File: config.mk
export PLATFORM = sky130hd
export DESIGN_NAME = itf_top
export DESIGN_NICKNAME = d
export VERILOG_FILES = /design/src/hdl/itf_cfg_pkg.sv /design/src/hdl/itf_types_pkg.sv /design/src/hdl/itf_beat_fifo.sv /design/src/hdl/itf_bus_mux.sv /design/src/hdl/itf_dir_fsm.sv /design/src/hdl/itf_in_route.sv /design/src/hdl/itf_top.sv
export SDC_FILE = /design/constraint.sdc
export NUM_CORES = 2
export LEC_CHECK = 0
export BUFFER_PORTS_ARGS = -buffer_cell sky130_fd_sc_hd__clkbuf_2
export CAP_MARGIN = 20
export CORE_MARGIN = 1.5
export CORE_UTILIZATION = 55
export CTS_CLUSTER_DIAMETER = 40
export CTS_CLUSTER_SIZE = 28
export DETAILED_ROUTE_END_ITERATION = 10
export PLACE_DENSITY = 0.75
export SETUP_SLACK_MARGIN = 0.3
export SLEW_MARGIN = 20
export SYNTH_ARGS = -nofsm -noshare
export SYNTH_HDL_FRONTEND = slang
export SYNTH_MEMORY_MAX_BITS = 65536
export SYNTH_SLANG_ARGS = --single-unit
File: constraint.sdc
create_clock -name clk -period 4.8 [get_ports clk]
set_input_delay 0.24 -clock clk [delete_from_list [all_inputs] [get_ports clk]]
set_output_delay 0.24 -clock clk [all_outputs]
set_load 0.01 [all_outputs]
File: src/hdl/itf_cfg_pkg.sv
/*
 * Interface sizing constants
 * - data beat width of the off-chip bus
 * - default FIFO address width
 */

package itf_cfg_pkg;

    // ====================
    // Data path
    // ====================

    // Width of one data beat on the off-chip bus
    localparam int PORT_W = 128;

    // ====================
    // Buffering
    // ====================

    // Default FIFO address width, 16 entries
    localparam int FIFO_AW_DEF = 4;

endpackage

File: src/hdl/itf_types_pkg.sv
/*
 * Transfer interface types
 * - inbound off-chip beat, GIC beat, outbound FIFO word
 * - direction state encoding
 */

package itf_types_pkg;

    import itf_cfg_pkg::*;

    // ====================
    // Beats
    // ====================

    // Off-chip inbound beat, also the inbound FIFO word
    typedef struct packed {
        logic [PORT_W-1:0] data;
        logic              last;
        // Set for instruction beats, clear for buffer data
        logic              isa;
    } off_in_t;

    // Beat to or from the global buffer controller
    typedef struct packed {
        logic [PORT_W-1:0] data;
        logic              last;
        logic              cmd;
    } gic_beat_t;

    // Outbound FIFO word, last is not carried off-chip
    typedef struct packed {
        logic [PORT_W-1:0] data;
        logic              cmd;
    } out_word_t;

    // ====================
    // Direction control
    // ====================

    typedef enum logic [2:0] {
        ST_IDLE      = 3'd0,
        ST_IN        = 3'd1,
        ST_IN_DRAIN  = 3'd2,
        ST_OUT       = 3'd3,
        ST_OUT_DRAIN = 3'd4
    } dir_state_t;

endpackage

File: src/hdl/itf_beat_fifo.sv
/*
 * Single-clock FIFO with first-word fall-through
 * - register array storage
 * - pointers one bit wider than the address for full and empty
 */

`timescale 1ns/1ps

module itf_beat_fifo #(
    parameter int W  = 130,
    parameter int AW = 4
) (
    input  logic         clk,
    input  logic         rst_n,

    // Write side
    input  logic         push_i,
    input  logic [W-1:0] din_i,

    // Read side, head always visible
    input  logic         pop_i,
    output logic [W-1:0] dout_o,

    output logic         empty_o,
    output logic         full_o
);

    localparam int DEPTH = 1 << AW;

    // Beat storage
    logic [W-1:0] mem [DEPTH];

    logic [AW:0]  wr_ptr;
    logic [AW:0]  rd_ptr;
    logic         wr_en;
    logic         rd_en;

    // Ignore requests that would overflow or underflow
    assign wr_en = push_i && !full_o;
    assign rd_en = pop_i && !empty_o;

    // ====================
    // Storage write
    // ====================

    always_ff @(posedge clk) begin
        if (wr_en) begin
            mem[wr_ptr[AW-1:0]] <= din_i;
        end
    end

    // ====================
    // Pointers
    // ====================

    always_ff @(posedge clk or negedge rst_n) begin
        if (!rst_n) begin
            wr_ptr <= '0;
        end else if (wr_en) begin
            wr_ptr <= wr_ptr + 1'b1;
        end
    end

    always_ff @(posedge clk or negedge rst_n) begin
        if (!rst_n) begin
            rd_ptr <= '0;
        end else if (rd_en) begin
            rd_ptr <= rd_ptr + 1'b1;
        end
    end

    // Same address, wrap bit tells full from empty
    assign empty_o = (wr_ptr == rd_ptr);
    assign full_o  = (wr_ptr[AW] != rd_ptr[AW])
                  && (wr_ptr[AW-1:0] == rd_ptr[AW-1:0]);

    // Head of queue
    assign dout_o = mem[rd_ptr[AW-1:0]];

endmodule

File: src/hdl/itf_bus_mux.sv
/*
 * Bus direction gating
 * - off-chip ready and inbound push
 * - GIC ready, outbound push and pop
 * - pad data, valid and output enable
 */

`timescale 1ns/1ps

module itf_bus_mux
    import itf_types_pkg::*;
(
    input  dir_state_t state_i,

    // Inbound path
    input  logic       off_vld_i,
    input  logic       in_full_i,

    // Outbound FIFO
    input  out_word_t  out_head_i,
    input  logic       out_empty_i,
    input  logic       out_full_i,

    input  logic       dat_rdy_i,
    input  logic       gic_vld_i,

    output logic       off_rdy_o,
    output logic       in_push_o,
    output out_word_t  dat_o,
    output logic       dat_vld_o,
    output logic       dat_oe_o,
    output logic       out_pop_o,
    output logic       gic_rdy_o,
    output logic       out_push_o
);

    logic is_in;
    logic is_out;

    assign is_in  = (state_i == ST_IN) || (state_i == ST_IN_DRAIN);
    assign is_out = (state_i == ST_OUT) || (state_i == ST_OUT_DRAIN);

    // ====================
    // Inbound
    // ====================

    assign off_rdy_o = is_in && !in_full_i;
    assign in_push_o = off_rdy_o && off_vld_i;

    // ====================
    // Outbound
    // ====================

    assign gic_rdy_o  = is_out && !out_full_i;
    assign out_push_o = gic_rdy_o && gic_vld_i;

    // Pads driven only while turned outward
    assign dat_oe_o  = is_out;
    assign dat_o     = is_out ? out_head_i : '0;
    assign dat_vld_o = is_out && !out_empty_i;
    assign out_pop_o = dat_vld_o && dat_rdy_i;

endmodule

File: src/hdl/itf_dir_fsm.sv
/*
 * Transfer direction FSM
 * - picks inbound or outbound for the shared bus
 * - drains the active FIFO before turning around
 */

`timescale 1ns/1ps

module itf_dir_fsm
    import itf_types_pkg::*;
(
    input  logic       clk,
    input  logic       rst_n,

    // Off-chip inbound request and accepted beat
    input  logic       off_vld_i,
    input  logic       off_last_i,
    input  logic       off_acc_i,

    // GIC outbound request and accepted beat
    input  logic       gic_vld_i,
    input  logic       gic_last_i,
    input  logic       gic_acc_i,

    // FIFO levels
    input  logic       in_empty_i,
    input  logic       out_empty_i,

    output dir_state_t state_o
);

    dir_state_t state_q;
    dir_state_t state_d;

    // ====================
    // Next state
    // ====================

    always_comb begin
        state_d = state_q;
        case (state_q)
            ST_IDLE: begin
                // Off-chip wins over GIC
                if (off_vld_i) begin
                    state_d = ST_IN;
                end else if (gic_vld_i) begin
                    state_d = ST_OUT;
                end
            end
            ST_IN: begin
                // Last beat of the packet taken in
                if (off_acc_i && off_last_i) begin
                    state_d = ST_IN_DRAIN;
                end
            end
            ST_IN_DRAIN: begin
                // Last beat popped, bus free again
                if (in_empty_i) begin
                    state_d = ST_IDLE;
                end
            end
            ST_OUT: begin
                if (gic_acc_i && gic_last_i) begin
                    state_d = ST_OUT_DRAIN;
                end
            end
            ST_OUT_DRAIN: begin
                // Wait until everything left on the pads
                if (out_empty_i) begin
                    state_d = ST_IDLE;
                end
            end
            default: begin
                state_d = ST_IDLE;
            end
        endcase
    end

    // ====================
    // State register
    // ====================

    always_ff @(posedge clk or negedge rst_n) begin
        if (!rst_n) begin
            state_q <= ST_IDLE;
        end else begin
            state_q <= state_d;
        end
    end

    assign state_o = state_q;

endmodule

File: src/hdl/itf_in_route.sv
/*
 * Inbound router
 * - sends the inbound FIFO head to the CCU or the GIC
 * - pops on the chosen port's handshake
 */

`timescale 1ns/1ps

module itf_in_route
    import itf_cfg_pkg::*;
    import itf_types_pkg::*;
(
    input  dir_state_t        state_i,

    // Inbound FIFO head
    input  off_in_t           head_i,
    input  logic              empty_i,

    // Destination readies
    input  logic              isa_rdy_i,
    input  logic              gic_rdy_i,

    // CCU instruction port
    output logic [PORT_W-1:0] isa_dat_o,
    output logic              isa_vld_o,

    // GIC buffer port
    output gic_beat_t         gic_dat_o,
    output logic              gic_vld_o,

    output logic              pop_o
);

    logic head_vld;

    // Head is only offered while the bus runs inbound
    assign head_vld = ((state_i == ST_IN) || (state_i == ST_IN_DRAIN)) && !empty_i;

    // Steer by isa flag
    assign isa_vld_o = head_vld && head_i.isa;
    assign gic_vld_o = head_vld && !head_i.isa;

    assign isa_dat_o = head_i.data;

    // Inbound data never carries a command
    assign gic_dat_o.data = head_i.data;
    assign gic_dat_o.last = head_i.last;
    assign gic_dat_o.cmd  = 1'b0;

    // Only one of the two valids can be high
    assign pop_o = (isa_vld_o && isa_rdy_i) || (gic_vld_o && gic_rdy_i);

endmodule

File: src/hdl/itf_top.sv
/*
 * Chip-edge transfer interface
 * - direction FSM, inbound and outbound FIFOs
 * - inbound router, bus direction gating
 */

`timescale 1ns/1ps

module itf_top
    import itf_cfg_pkg::*;
    import itf_types_pkg::*;
#(
    parameter int FIFO_AW = FIFO_AW_DEF
) (
    input  logic              clk,
    input  logic              rst_n,

    // Off-chip inbound
    input  logic              off_vld_i,
    input  off_in_t           off_beat_i,
    output logic              off_rdy_o,

    // Off-chip outbound
    output logic              dat_vld_o,
    output out_word_t         dat_o,
    input  logic              dat_rdy_i,
    output logic              dat_oe_o,

    // CCU instruction port
    output logic [PORT_W-1:0] isa_dat_o,
    output logic              isa_vld_o,
    input  logic              isa_rdy_i,

    // GIC inbound data
    output gic_beat_t         gic_in_o,
    output logic              gic_in_vld_o,
    input  logic              gic_in_rdy_i,

    // GIC outbound data
    input  gic_beat_t         gic_out_i,
    input  logic              gic_out_vld_i,
    output logic              gic_out_rdy_o
);

    dir_state_t state;

    // Inbound FIFO
    logic       in_push;
    logic       in_pop;
    off_in_t    in_head;
    logic       in_empty;
    logic       in_full;

    // Outbound FIFO
    logic       out_push;
    logic       out_pop;
    out_word_t  out_din;
    out_word_t  out_head;
    logic       out_empty;
    logic       out_full;

    // Last marker stays on chip
    assign out_din.data = gic_out_i.data;
    assign out_din.cmd  = gic_out_i.cmd;

    // ====================
    // Direction control
    // ====================

    itf_dir_fsm u_dir_fsm (
        .clk         (clk),
        .rst_n       (rst_n),
        .off_vld_i   (off_vld_i),
        .off_last_i  (off_beat_i.last),
        .off_acc_i   (in_push),
        .gic_vld_i   (gic_out_vld_i),
        .gic_last_i  (gic_out_i.last),
        .gic_acc_i   (out_push),
        .in_empty_i  (in_empty),
        .out_empty_i (out_empty),
        .state_o     (state)
    );

    // ====================
    // FIFOs
    // ====================

    itf_beat_fifo #(
        .W  ($bits(off_in_t)),
        .AW (FIFO_AW)
    ) u_in_fifo (
        .clk     (clk),
        .rst_n   (rst_n),
        .push_i  (in_push),
        .din_i   (off_beat_i),
        .pop_i   (in_pop),
        .dout_o  (in_head),
        .empty_o (in_empty),
        .full_o  (in_full)
    );

    itf_beat_fifo #(
        .W  ($bits(out_word_t)),
        .AW (FIFO_AW)
    ) u_out_fifo (
        .clk     (clk),
        .rst_n   (rst_n),
        .push_i  (out_push),
        .din_i   (out_din),
        .pop_i   (out_pop),
        .dout_o  (out_head),
        .empty_o (out_empty),
        .full_o  (out_full)
    );

    // ====================
    // Routing and gating
    // ====================

    itf_in_route u_in_route (
        .state_i   (state),
        .head_i    (in_head),
        .empty_i   (in_empty),
        .isa_rdy_i (isa_rdy_i),
        .gic_rdy_i (gic_in_rdy_i),
        .isa_dat_o (isa_dat_o),
        .isa_vld_o (isa_vld_o),
        .gic_dat_o (gic_in_o),
        .gic_vld_o (gic_in_vld_o),
        .pop_o     (in_pop)
    );

    itf_bus_mux u_bus_mux (
        .state_i     (state),
        .off_vld_i   (off_vld_i),
        .in_full_i   (in_full),
        .out_head_i  (out_head),
        .out_empty_i (out_empty),
        .out_full_i  (out_full),
        .dat_rdy_i   (dat_rdy_i),
        .gic_vld_i   (gic_out_vld_i),
        .off_rdy_o   (off_rdy_o),
        .in_push_o   (in_push),
        .dat_o       (dat_o),
        .dat_vld_o   (dat_vld_o),
        .dat_oe_o    (dat_oe_o),
        .out_pop_o   (out_pop),
        .gic_rdy_o   (gic_out_rdy_o),
        .out_push_o  (out_push)
    );

endmodule

==> out/metrics.sh <==
STATUS='finished, final reports clean'
SYNTH-EDFF-COUNT=4144
FLOORPLAN.DIE.WIDTH_UM=541
POWER.DENSITY_nW_PER_UM2=588
SYNTHESIS.INSTANCES=6606
ROUTE.ANTENNA.REMAINING_NETS=0
CP_MAX_FO=65
SYNTHTOLAYOUTAREAGROWTH_PCT=16.9
MAXCAPVIOLATIONS=0
SYNTH_SEQ_CELLS=4167
VIASPERCELL=6.41
POWER.STATIC_LEAKAGE_nW=59.7
SEQ_AREA_FRAC_SYNTH_PCT=78.5
FIRST_GLOBAL_VIAS=78300
MUX_CONTRIBUTION_TO_SYNTHESIZED_AREA_PCT=17.3
GRT_PASS1_WL_MM=544
TRITONCTS.NUM_BUFFERS=447
GP_CONGESTION=0.768
CTS_ROOT_BUFFER='sky130_fd_sc_hd__clkbuf_16'
SYNTHADDERAREAFRAC_PCT=0.0786
FULL_DIE_AREA_UM2=293000
WORST_PIN_SLEW_PS=1170
COMBINATIONAL_FAMILY_WITH_THE_MOST_AREA_AFTER_SYNTHESIS='multiplexers'
DP_WIRELENGTH_MM=193
P_TOTAL_mW=110
CTSHTREEMAXLEVEL=5
SYNTH_SIMPLE_GATE_AREA_SHARE_PCT=1.27
MAXSLEWHEADROOM_PCT=22.3
CRITICAL_PATH_ARRIVAL_PS=4080
GRT_OVERFLOW=0
PROPORTION_OF_LAYOUT_CELLS_WITH_A_DRIVE_SUFFIX_ABOVE_1_PCT=34.9
NETLIST_AREA_UM2=159000
HOLD_WS_PS=185
YOSYS.AREA_SHARE.XOR_XNOR_PCT=0.148
WORSTSETUPENDPOINTTYPE='primary output'
FINALCLOCKSKEW_PS=63.5
GRT_START_MAX_NET_PINS=167
ASYNC_FLOP_SHARE_PCT=0.552
VIAS=76100
IO-PIN-COUNT=660
FMAX_MHz=232
PLACEMENT_ROWS=197
YS_WARN_COUNT=0
HOLD_CLASS='in -> reg'
DRT-INITIAL-DRC-COUNT=8952
POWER.IR.VDD_WORST_uV=614
IO_BUFFERS=658
CTS_TREE='done'
FINAL_WIRELENGTH_MM=379
CTS.SINK_COUNT=4167
SETUP_VIOL=0
NUMBER_OF_DETAILED_ROUTE_ITERATIONS_IN_THE_FIRST_PASS=6
STANDARD_CELL_CORE_AREA_UM2=288000
NUMBER_OF_ANTENNA_VIOLATIONS_AT_THE_FIRST_CHECK_IN_GLOBAL_ROUTING=84
FINISH.NET_COUNT=7957
RSZ0062_AT_GRT='yes'
SYNTH_FLOP_CELL='sky130_fd_sc_hd__edfxtp_1'
INITIAL_CORE_UTIL_PCT=55.3
POSTSYNTHNETCOUNT=6883
POST_DRT_WL_PER_CELL_UM=31.9
YS_TYPES=42
TIMING_WORST_SETUP_PATH_TYPE='reg -> out'
FINAL.MIN_CLOCK_PERIOD_PS=4320
HOLD_VIOL_FINAL=0
FILLER_CELL_COUNT=17600
POST_SYNTH.CELL_AREA_AVG_UM2=24.1
POST-ROUTE-CELL-AREA_UM2=186000
DRT_DRC_VIOLATIONS_LEFT=0
FINAL_CORE_UTILIZATION_PCT=64.6
CP-START-KIND='flop'
CLKLATENCYLATEPIN_PS=980
CTS_BUFFER_DEPTH=4
CP_DATA_REQUIRED_TIME_PS=4560
DIE-HEIGHT_UM=541
FRACTION_OF_THE_MAPPED_NETLIST_AREA_IN_COMPOUND_GATES_PCT=1.12
CLKSLEWWORSTSETUPHOLDPATHS_PS=70
FINAL.SETUP.TNS_PS=0
FIN_CRIT_SH_PCT=89.9
PLACED_CELL_AREA_UM2=168000
GLOBALROUTETOTALUTIL_PCT=25.7
SLEW_VIOLATIONS=0
==> worst max-delay path: stages, from the launching register on <==
cell                       delay (ps)
sky130_fd_sc_hd__dfrtp_4          580
sky130_fd_sc_hd__buf_4            540
sky130_fd_sc_hd__buf_6            600
sky130_fd_sc_hd__mux4_2           420
sky130_fd_sc_hd__mux4_2           520
sky130_fd_sc_hd__nor2b_1          170
sky130_fd_sc_hd__clkbuf_2         180
==> cell usage in the layout (no fill, tap or decap), drive strengths merged, types with 2 or more instances in the layout <==
cell type / instances
a211oi: 130
a21oi: 131
and2: 33
and3: 3
buf: 179
bufinv: 52
clkbuf: 1141
clkinv: 162
clkinvlp: 49
dfrtp: 23
diode: 30
dlygate4sd3: 269
edfxtp: 4144
ha: 10
inv: 103
mux2: 4
mux2i: 132
mux4: 1164
nand2: 11
nand4: 6
nor2: 6
nor2b: 261
nor3: 3
nor3b: 2
o211ai: 2
o21ai: 8
o311ai: 2
xnor2: 17
xor2: 10
==> state kept, by name, indices dropped and copies added (netlist names) <==
register           count
u_dir_fsm.state_o      3
u_in_fifo.mem       2080
u_in_fifo.rd_ptr       5
u_in_fifo.wr_ptr       5
u_out_fifo.mem      2064
u_out_fifo.rd_ptr      5
u_out_fifo.wr_ptr      5
==> power by group <==
| part | internal [mW] | switching [mW] |
|---|---|---|
| Sequential | 42.0 | 0.704 |
| Clock | 20.5 | 15.4 |
| Combinational | 13.9 | 17.0 |
| Total | 76.4 | 33.1 |
==> synth_stat cells, types with 2 or more instances <==
cell	count	area, µm²
sky130_fd_sc_hd__nor2_1	6	22.5
sky130_fd_sc_hd__inv_1	9	33.8
sky130_fd_sc_hd__a211oi_1	130	976
sky130_fd_sc_hd__buf_6	2	22.5
sky130_fd_sc_hd__nand2_1	11	41.3
sky130_fd_sc_hd__xnor2_1	17	149
sky130_fd_sc_hd__buf_2	120	601
sky130_fd_sc_hd__and3_1	3	18.8
sky130_fd_sc_hd__buf_1	20	75.1
sky130_fd_sc_hd__a21oi_1	131	656
sky130_fd_sc_hd__xor2_1	10	87.6
sky130_fd_sc_hd__o211ai_1	2	15.0
sky130_fd_sc_hd__o21ai_0	8	40.0
sky130_fd_sc_hd__and2_1	33	206
sky130_fd_sc_hd__o311ai_0	2	17.5
sky130_fd_sc_hd__mux2i_1	131	1310
sky130_fd_sc_hd__dfrtp_1	23	576
sky130_fd_sc_hd__nor2b_1	261	1630
sky130_fd_sc_hd__buf_4	133	998
sky130_fd_sc_hd__edfxtp_1	4144	124000
sky130_fd_sc_hd__nor3b_1	2	15.0
sky130_fd_sc_hd__mux2_2	4	45.0
sky130_fd_sc_hd__nor3_1	3	15.0
sky130_fd_sc_hd__nand4_1	6	37.5
sky130_fd_sc_hd__clkbuf_1	207	777
sky130_fd_sc_hd__ha_1	10	125
sky130_fd_sc_hd__mux4_2	1163	26200
==> per-stage QoR <==
| stage | setup WS (ps) | instances |
|---|---|---|
| global route | 300 | 11900 |
| CTS | 347 | 11900 |
| detailed placement | 1270 | 10700 |
| floorplan | 51.0 | 6606 |
| global placement | 1370 | 10700 |
| finish | 483 | 11900 |
==> cells by family (layout without fill, tap and decap cells) <==
kind of cell,Yosys count,in the layout
fa+ha+maj,10,10
compound gates,281,281
other cells,1,31
flops,4167,4167
buf+inv,491,1955
simple gates,329,329
xor+xnor,27,27
mux,1300,1300
==> final timing paths <==
| check | from | endpoint | slack, ps | depth (start not counted) |
|---|---|---|---|---|
| setup / recovery | u_out_fifo.rd_ptr[2]$_DFFE_PN0P_ | dat_o[90] | 480 | 6 |
| hold / removal | off_beat_i[94] | u_in_fifo.mem[10][94]$_DFFE_PP_ | 180 | 2 |
| setup reg to reg | u_in_fifo.rd_ptr[2]$_DFFE_PN0P_ | u_in_fifo.rd_ptr[1]$_DFFE_PN0P_ | 960 | 8 |
| hold reg to reg | u_in_fifo.wr_ptr[4]$_DFFE_PN0P_ | u_in_fifo.wr_ptr[4]$_DFFE_PN0P_ | 480 | 1 |
| max in group asynchronous | rst_n | u_in_fifo.rd_ptr[2]$_DFFE_PN0P_ | 4190 | 4 |
| min in group asynchronous | rst_n | u_dir_fsm.state_o[2]$_DFFE_PN0P_ | 390 | 4 |
==> per-layer routing <==
metal	global-route usage [%]	vias to the layer above	wire length (µm)
li1	-	30400	-
met1	33.9	40400	137000
met2	42.5	4488	191000
met3	6.33	783	38300
met4	7.84	88	11200
met5	0	-	565
==> area by class of cell <==
cell class / count / area [µm²] / area share [%]
Antenna cell: 30 / 75.1 / 0.0403
Tap cell: 3781 / 4730 / 2.54
Sequential cell: 4167 / 125000 / 67.2
Clock buffer: 482 / 11300 / 6.09
Multi-Input combinational cell: 1948 / 31800 / 17.1
Clock inverter: 357 / 4450 / 2.39
Timing Repair Buffer: 1107 / 8620 / 4.63
Inverter: 9 / 33.8 / 0.0181
==> timing repair <==
| item | in CTS | in global routing |
|---|---|---|
| gates resized for setup | 1 | 1 |
| cloned | 0 | 1 |
| hold buffers | 270 | 0 |
| endpoints found under the hold margin | 4188 | 0 |
| setup buffers | 0 | 0 |
| endpoints found under the setup margin | 8 | 16 |
No activity file was read; power rests on OpenSTA's default activity.
